--- src/cache_params.svh ---
`ifndef CACHE_PARAMS_SVH
`define CACHE_PARAMS_SVH

// processor and bus address
`define CACHE_ADDR_W 16

// address fields, tag on top, byte offset at the bottom
`define CACHE_TAG_W 7
`define CACHE_INDEX_W 5
`define CACHE_OFFSET_W 4

// line geometry
`define CACHE_LINE_W 128
`define CACHE_LINE_BYTES 16

// direct mapped, one line per index
`define CACHE_LINES 32

`endif

--- src/cache_pkg.sv ---
`default_nettype none

`include "cache_params.svh"

package cache_pkg;

   // controller states, read and write paths kept apart
   typedef enum logic [3:0] {
      st_idle,
      st_rd,
      st_rd_hit,
      st_rd_miss,
      st_rd_evict,
      st_wr,
      st_wr_hit,
      st_wr_miss,
      st_wr_evict
   } cache_state_t;

   // processor access type
   typedef enum logic {
      op_read  = 1'b0,
      op_write = 1'b1
   } cache_op_t;

   // address fields and line storage
   typedef logic [`CACHE_TAG_W-1:0]      tag_t;
   typedef logic [`CACHE_INDEX_W-1:0]    index_t;
   typedef logic [`CACHE_OFFSET_W-1:0]   offset_t;
   typedef logic [`CACHE_LINE_W-1:0]     line_t;
   typedef logic [`CACHE_LINE_BYTES-1:0] byte_mask_t;

endpackage

`default_nettype wire

--- src/cache_byte_align.sv ---
`timescale 1ns/1ps
`default_nettype none

`include "cache_params.svh"

module cache_byte_align (
   input  cache_pkg::offset_t    offset,
   input  logic [3:0]            size,
   input  cache_pkg::line_t      data_write,
   input  cache_pkg::line_t      line_out,
   output cache_pkg::line_t      write_line,
   output cache_pkg::byte_mask_t write_mask,
   output cache_pkg::line_t      data_read
);

   import cache_pkg::*;

   byte_mask_t base_mask;
   byte_mask_t shifted_mask;
   logic [`CACHE_OFFSET_W+2:0] bit_shift;

   // size low bits set, 1 2 4 or 8 bytes
   assign base_mask = byte_mask_t'((32'd1 << size) - 32'd1);

   // bytes past byte 15 fall off the top
   assign shifted_mask = base_mask << offset;

   // 4'hF is the full line, offset ignored
   always_comb
   begin
      if (size == 4'hF)
         write_mask = '1;
      else
         write_mask = shifted_mask;
   end

   // byte offset as bit count
   assign bit_shift = {offset, 3'b000};

   // processor byte 0 lands at the addressed byte
   assign write_line = data_write << bit_shift;

   // addressed byte back to bits 7:0, zeros shifted in
   assign data_read = line_out >> bit_shift;

endmodule

`default_nettype wire

--- src/cache_controller.sv ---
`timescale 1ns/1ps
`default_nettype none

`include "cache_params.svh"

module cache_controller (
   input  logic                     CLK,
   input  logic                     reset,
   input  logic                     enable,
   input  cache_pkg::cache_op_t     op,
   input  logic [`CACHE_ADDR_W-1:0] address,
   input  logic                     hit,
   input  logic                     conflict,
   input  cache_pkg::tag_t          victim_tag,
   input  logic                     bus_r,
   output logic                     ready,
   output logic                     bus_en,
   output logic                     bus_wr,
   output logic [`CACHE_ADDR_W-1:0] bus_addr,
   output logic                     fill,
   output logic                     store,
   output logic                     tag_write
);

   import cache_pkg::*;

   cache_state_t state;
   cache_state_t state_next;
   tag_t         req_tag;
   index_t       req_index;
   logic         in_evict;
   logic         in_miss;

   assign req_tag   = address[`CACHE_ADDR_W-1 -: `CACHE_TAG_W];
   assign req_index = address[`CACHE_OFFSET_W +: `CACHE_INDEX_W];

   always_ff @(posedge CLK)
   begin
      if (reset)
         state <= st_idle;
      else
         state <= state_next;
   end

   // lookup states branch on the tag store result
   always_comb
   begin
      state_next = state;
      case (state)
         st_idle:
            if (enable)
               state_next = (op == op_write) ? st_wr : st_rd;
         st_rd:
            if (hit)
               state_next = st_rd_hit;
            else if (conflict)
               state_next = st_rd_evict;
            else
               state_next = st_rd_miss;
         st_wr:
            if (hit)
               state_next = st_wr_hit;
            else if (conflict)
               state_next = st_wr_evict;
            else
               state_next = st_wr_miss;
         // write-back done, fetch the new line next
         st_rd_evict:
            if (bus_r)
               state_next = st_rd_miss;
         st_wr_evict:
            if (bus_r)
               state_next = st_wr_miss;
         // fill lands at the same edge, so the hit state sees a valid line
         st_rd_miss:
            if (bus_r)
               state_next = st_rd_hit;
         st_wr_miss:
            if (bus_r)
               state_next = st_wr_hit;
         default:
            state_next = st_idle;
      endcase
   end

   assign in_evict = (state == st_rd_evict) || (state == st_wr_evict);
   assign in_miss  = (state == st_rd_miss) || (state == st_wr_miss);

   // bus held busy through write-back and fill
   assign bus_en    = in_evict || in_miss;
   assign bus_wr    = in_evict;
   assign fill      = in_miss && bus_r;
   assign tag_write = in_miss && bus_r;
   // merge processor bytes once the line is present
   assign store     = (state == st_wr_hit);

   // victim line on write-back, requested line on fill
   assign bus_addr = in_evict ? {victim_tag, req_index, `CACHE_OFFSET_W'(0)}
                              : {req_tag, req_index, `CACHE_OFFSET_W'(0)};

   // one cycle pulse, after the store edge on writes
   always_ff @(posedge CLK)
   begin
      if (reset)
         ready <= 1'b0;
      else
         ready <= (state == st_rd_hit) || (state == st_wr_hit);
   end

endmodule

`default_nettype wire

--- src/cache_data_array.sv ---
`timescale 1ns/1ps
`default_nettype none

`include "cache_params.svh"

module cache_data_array (
   input  logic                  CLK,
   input  cache_pkg::index_t     index,
   input  logic                  fill,
   input  logic                  store,
   input  cache_pkg::line_t      bus_read,
   input  cache_pkg::line_t      write_line,
   input  cache_pkg::byte_mask_t write_mask,
   output cache_pkg::line_t      line_out
);

   import cache_pkg::*;

   line_t      lines [`CACHE_LINES];
   line_t      din;
   byte_mask_t byte_wen;

   // fill takes the whole bus line, store only the masked bytes
   always_comb
   begin
      if (fill)
      begin
         din      = bus_read;
         byte_wen = '1;
      end
      else
      begin
         din      = write_line;
         byte_wen = store ? write_mask : '0;
      end
   end

   // per byte write enables
   always_ff @(posedge CLK)
   begin
      for (int b = 0; b < `CACHE_LINE_BYTES; b++)
         if (byte_wen[b])
            lines[index][b*8 +: 8] <= din[b*8 +: 8];
   end

   // async read, feeds aligner and bus
   assign line_out = lines[index];

endmodule

`default_nettype wire

--- src/cache_tag_store.sv ---
`timescale 1ns/1ps
`default_nettype none

`include "cache_params.svh"

module cache_tag_store (
   input  logic                     CLK,
   input  logic                     reset,
   input  logic [`CACHE_ADDR_W-1:0] address,
   input  logic                     tag_write,
   output logic                     hit,
   output logic                     conflict,
   output cache_pkg::tag_t          victim_tag
);

   import cache_pkg::*;

   tag_t                  tags [`CACHE_LINES];
   logic [`CACHE_LINES-1:0] valid;
   tag_t                  req_tag;
   index_t                req_index;
   logic                  tag_match;

   assign req_tag   = address[`CACHE_ADDR_W-1 -: `CACHE_TAG_W];
   assign req_index = address[`CACHE_OFFSET_W +: `CACHE_INDEX_W];

   // valid bits only ever set, reset is the sole clear
   always_ff @(posedge CLK)
   begin
      if (reset)
         valid <= '0;
      else if (tag_write)
         valid[req_index] <= 1'b1;
   end

   // tag recorded alongside the fill
   always_ff @(posedge CLK)
   begin
      if (tag_write)
         tags[req_index] <= req_tag;
   end

   // stored tag also forms the write-back address
   assign victim_tag = tags[req_index];
   assign tag_match  = (victim_tag == req_tag);

   // invalid line is neither, plain miss
   assign hit      = valid[req_index] && tag_match;
   assign conflict = valid[req_index] && !tag_match;

endmodule

`default_nettype wire

--- src/cache_top.sv ---
`timescale 1ns/1ps
`default_nettype none

`include "cache_params.svh"

module cache_top (
   input  logic                     CLK,
   input  logic                     reset,
   input  logic                     enable,
   input  cache_pkg::cache_op_t     op,
   input  logic [`CACHE_ADDR_W-1:0] address,
   input  logic [3:0]               size,
   input  cache_pkg::line_t         data_write,
   output cache_pkg::line_t         data_read,
   output logic                     ready,
   output logic                     bus_en,
   output logic                     bus_wr,
   output logic [`CACHE_ADDR_W-1:0] bus_addr,
   output cache_pkg::line_t         bus_write,
   input  logic                     bus_r,
   input  cache_pkg::line_t         bus_read
);

   // controller strobes
   logic                         fill;
   logic                         store;
   logic                         tag_write;

   // tag store results
   logic                         hit;
   logic                         conflict;
   logic [`CACHE_TAG_W-1:0]      victim_tag;

   // datapath between aligner and array
   logic [`CACHE_LINE_W-1:0]     line_out;
   logic [`CACHE_LINE_W-1:0]     write_line;
   logic [`CACHE_LINE_BYTES-1:0] write_mask;

   cache_controller u_controller (
      .CLK        (CLK),
      .reset      (reset),
      .enable     (enable),
      .op         (op),
      .address    (address),
      .hit        (hit),
      .conflict   (conflict),
      .victim_tag (victim_tag),
      .bus_r      (bus_r),
      .ready      (ready),
      .bus_en     (bus_en),
      .bus_wr     (bus_wr),
      .bus_addr   (bus_addr),
      .fill       (fill),
      .store      (store),
      .tag_write  (tag_write)
   );

   cache_tag_store u_tag_store (
      .CLK        (CLK),
      .reset      (reset),
      .address    (address),
      .tag_write  (tag_write),
      .hit        (hit),
      .conflict   (conflict),
      .victim_tag (victim_tag)
   );

   // stored line goes out unchanged on write-back
   cache_data_array u_data_array (
      .CLK        (CLK),
      .index      (address[`CACHE_OFFSET_W +: `CACHE_INDEX_W]),
      .fill       (fill),
      .store      (store),
      .bus_read   (bus_read),
      .write_line (write_line),
      .write_mask (write_mask),
      .line_out   (bus_write)
   );

   assign line_out = bus_write;

   cache_byte_align u_byte_align (
      .offset     (address[`CACHE_OFFSET_W-1:0]),
      .size       (size),
      .data_write (data_write),
      .line_out   (line_out),
      .write_line (write_line),
      .write_mask (write_mask),
      .data_read  (data_read)
   );

endmodule

`default_nettype wire

--- config.mk ---
export PLATFORM = sky130hd
export DESIGN_NAME = cache_top
export DESIGN_NICKNAME = d
export VERILOG_FILES = /design/src/cache_pkg.sv /design/src/cache_byte_align.sv /design/src/cache_controller.sv /design/src/cache_data_array.sv /design/src/cache_tag_store.sv /design/src/cache_top.sv
export VERILOG_INCLUDE_DIRS = /design/src /design/src/src
export SDC_FILE = /design/constraint.sdc
export NUM_CORES = 2
export LEC_CHECK = 0
export BUFFER_PORTS_ARGS = -buffer_cell sky130_fd_sc_hd__buf_2
export CAP_MARGIN = 20
export CORE_MARGIN = 5
export CORE_UTILIZATION = 35
export DETAILED_ROUTE_END_ITERATION = 8
export GPL_TIMING_DRIVEN = 0
export PLACE_DENSITY_LB_ADDON = 0.1
export SLEW_MARGIN = 20
export SYNTH_ARGS = -nofsm -noshare
export SYNTH_HDL_FRONTEND = slang
export SYNTH_MEMORY_MAX_BITS = 65536
export SYNTH_SLANG_ARGS = --single-unit
--- constraint.sdc ---
create_clock -name CLK -period 4.4 [get_ports CLK]
set_clock_uncertainty 0.1 [all_clocks]
set_input_delay 0.44 -clock CLK [delete_from_list [all_inputs] [get_ports CLK]]
set_output_delay 0.44 -clock CLK [all_outputs]
set_load 0.01 [all_outputs]
==> flow_summary.ini <==
[placed_design]
dpl.hpwl_mm = 663
port_buffers = 548
gp_congestion = 1.01

[final_layout]
layout_commonest_cell = edfxtp_1
drive_above_1_share = 0.399
fillerInstances = 43800
final_cell_mix = 4,320 x edfxtp_1, 1,052 x mux4_2, 543 x buf_2, 518 x nor2_1, 487 x clkbuf_16
syn_to_final_growth_pct = 26.8
final_nets = 11300

[clock_tree]
clkLatencyLatePin_ns = 1.09
cts_sinks = 4357
cts.path.max_buffers = 4
htree_num_levels = 5
clk_pin_slew_ns = 0.06
cts_tree = yes
cts_root_buf = clkbuf_16
cts_buffers = 464

[drt]
avgRoutedWirePerCell_um = 49.5
vias = 113000
drt_first_pass_iters = 8
drt-initial-drc-count = 17800
drc = 0
via_per_inst = 6.21
routed_wl_mm = 901
antenna_left = 0

[floorplanning]
io_pins = 556
rows = 261
initial_core_util = 0.350
die_w_um = 720
die-area_um2 = 519000
die_h_um = 720
core_area_um2 = 504000

[yosys]
synth_cell_type_count = 72
yosys_warnings = 0
ys_seq_area_frac = 0.738
synth_area_um2 = 177000
syn_inst = 9246
synth-edff-count = 4320
ys_ff_latch = 4357
avgSynthCellArea_um2 = 19.1
synthArstFlopShare = 0
synthFlopType = edfxtp_1

[setup_path]
r2r_setup_slack_ns = -0.29
cpLargestDelayFamily = buffers and inverters
critPathLaunchType = input pin
cp.depth = 12
critPathBufInv = 10
critPathMaxStageDelay_ns = 0.57
cp-endpoint = data_read[4]
path_common_cell = buf_2
r2r_cells = 10
reg2reg_to = u_data_array.lines[18][112]$_DFFE_PP_
endpoint_kind = primary output
critical_path_arrival_ns = 4.21
worstPathMaxFanout = 10
worstPathRequired_ns = 3.86
crit_chain = buf_2 -> clkbuf_2 -> buf_4 -> clkdlybuf4s18_2 -> buf_2 -> clkbuf_4 -> a21oi_4 -> buf_12 -> buf_4 -> buf_6 -> a211oi_4 -> buf_2
startpoint = address[1]
setup.worst_path.class = input pin to primary output
crit_slowest_cell = clkdlybuf4s18_2
r2r_start = u_controller.state[1]$_SDFFE_PP0P_

[sta]
hold_slack_ns = 0.0402
fin_crit_sh = 1.08
drv_slew = 0
fmax_mhz = 211
finalHoldViolCount = 0
grt_setup_unrepaired = true
finalSetupViolations = 737
setup_ws_ns = -0.348
final.min_clock_period_ns = 4.75
slew_headroom = 0.109
worstMarginPinSlew_ns = 1.33

[global_routing]
grt_pass1_vias = 107000
antenna_found_initial = 156
grt_max_degree = 36
grt_pass1_wl_mm = 1130
grt_usage = 0.338
grt_overflow = 0

[min_path]
hold_class = input pin to flop
hold_depth = 3

[pwr]
p_per_area_nw_per_um2 = 440
p_leak_nw = 73.2
ir_drop_mv = 0.392
power_mw = 98.6

[status]
violations = setup timing
status = complete, but fails checks

[job]
cap_violations = 0
==> metal layers <==
metal	GRT usage	wire (µm)
met1	0.433	337000
met2	0.482	380000
met3	0.124	112000
met4	0.217	72300
met5	0.00102	877
==> kinds of logic after synthesis <==
family                   Yosys count  share of synthesized area
multiplexers                    1415                      0.155
XOR/XNOR                           4                   0.000198
buffers and inverters            698                     0.0194
adder cells (fa/ha/maj)            1                  0.0000708
flip-flops                      4357                      0.738
other                              1                  0.0000212
AND/OR/NAND/NOR                 1548                     0.0384
AO/OA/AOI/OAI                   1222                     0.0483
==> Yosys cell counts, types with 5 or more instances <==
| library cell | count | share of area |
|---|---|---|
| nand2_1 | 302 | 0.0064 |
| buf_4 | 70 | 0.0030 |
| o21ai_0 | 199 | 0.0056 |
| o311a_1 | 8 | 0.00045 |
| and2_1 | 10 | 0.00035 |
| a21o_1 | 14 | 0.00059 |
| nor4_2 | 6 | 0.00042 |
| a31o_2 | 7 | 0.00035 |
| o31ai_2 | 8 | 0.00057 |
| nand3_1 | 35 | 0.00099 |
| clkbuf_1 | 298 | 0.0063 |
| buf_6 | 44 | 0.0028 |
| inv_1 | 57 | 0.0012 |
| o32ai_1 | 9 | 0.00045 |
| nand4bb_1 | 6 | 0.00038 |
| mux2_2 | 70 | 0.0045 |
| o21ai_1 | 17 | 0.00048 |
| mux2i_1 | 293 | 0.017 |
| a31oi_1 | 5 | 0.00018 |
| or4_1 | 6 | 0.00025 |
| a21oi_1 | 119 | 0.0034 |
| o22a_1 | 17 | 0.00084 |
| nor2_1 | 904 | 0.019 |
| or3_1 | 11 | 0.00039 |
| o22ai_1 | 67 | 0.0024 |
| and4_1 | 40 | 0.0020 |
| mux4_2 | 1052 | 0.13 |
| o21bai_1 | 8 | 0.00034 |
| o21a_1 | 29 | 0.0012 |
| buf_1 | 53 | 0.0011 |
| o221ai_1 | 25 | 0.0012 |
| edfxtp_1 | 4320 | 0.73 |
| and3_1 | 23 | 0.00081 |
| a2bb2oi_1 | 8 | 0.00040 |
| nor3_1 | 52 | 0.0015 |
| o311ai_1 | 16 | 0.00079 |
| nor2b_1 | 22 | 0.00078 |
| dfxtp_1 | 37 | 0.0042 |
| nand4_1 | 85 | 0.0030 |
| a22oi_1 | 510 | 0.022 |
| buf_2 | 176 | 0.0050 |
| nand2b_1 | 8 | 0.00028 |
| a22o_1 | 68 | 0.0034 |
| nor4_1 | 12 | 0.00042 |
| a211oi_1 | 68 | 0.0029 |
==> per-stage QoR <==
step | TNS (ns) | instance area (µm²) | instances | setup WS [ns] | util
after floorplan | 0 | 177000 | 9249 | 0.275 | -
after global placement | - | 188000 | 16500 | -4.98 | 0.373
after detailed placement | - | 194000 | 16700 | -3.29 | 0.385
after CTS | -282.75 | 221000 | 18000 | -0.374 | 0.439
after global routing | -53.06 | 224000 | 18100 | -0.278 | 0.444
final | -73.89 | 224000 | 18200 | -0.348 | 0.444
==> flip-flops by register name, summed over array words and instances (netlist names) <==
name / cells
u_tag_store.valid: 32
u_controller.ready: 1
u_tag_store.tags: 224
u_controller.state: 4
u_data_array.lines: 4096
==> power breakdown <==
part	total (mW)	switching (mW)	internal (mW)
Combinational	13.4	9.18	4.25
Clock	38.8	17.0	21.8
Sequential	46.3	0.0188	46.3
Total	98.6	26.2	72.4
==> worst register-to-register path: stages, from the launching register on <==
cell and delay (ns):
dfxtp_1 0.47, nand2_1 0.10, nor2_1 0.16, nand2_1 0.40, clkbuf_2 0.48, buf_16 0.28, o21ai_1 0.28, clkbuf_2 0.48
nand3_2 0.59, buf_16 0.39, nor2_2 0.55
==> area by class of cell <==
type | instances | area (µm²) | area share
diodes | 107 | 268 | 0.00120
clock buffers | 578 | 12100 | 0.0540
clock inverters | 264 | 2790 | 0.0125
plain buffers | 639 | 7400 | 0.0331
repair buffers | 1298 | 12700 | 0.0569
multi-input cells | 4195 | 49600 | 0.221
flip-flops and latches | 4357 | 130000 | 0.583
inverters | 57 | 214 | 0.000955
well taps | 6706 | 8390 | 0.0375
==> worst min-delay path by stage <==
stage	start	end
after floorplan	u_tag_store.valid[10]$_SDFFE_PP0P_	u_tag_store.valid[10]$_SDFFE_PP0P_
after global placement	u_tag_store.valid[17]$_SDFFE_PP0P_	u_tag_store.valid[17]$_SDFFE_PP0P_
after detailed placement	u_tag_store.valid[15]$_SDFFE_PP0P_	u_tag_store.valid[15]$_SDFFE_PP0P_
after CTS	bus_read[3]	u_data_array.lines[9][3]$_DFFE_PP_
after global routing	bus_read[3]	u_data_array.lines[17][3]$_DFFE_PP_
final	bus_read[2]	u_data_array.lines[16][2]$_DFFE_PP_
==> repair_timing <==
| action | in CTS | in global routing |
|---|---|---|
| setup buffers | 368 | 70 |
| hold buffers | 75 | 3 |
| gates cloned | 4 | 5 |
| gates resized for setup | 2004 | 415 |
| endpoints found under the hold margin | 1067 | 15 |
| pin swaps | 211 | 61 |
| setup endpoints to repair | 5991 | 3986 |
Note: power is estimated with default switching activity, not from simulation.
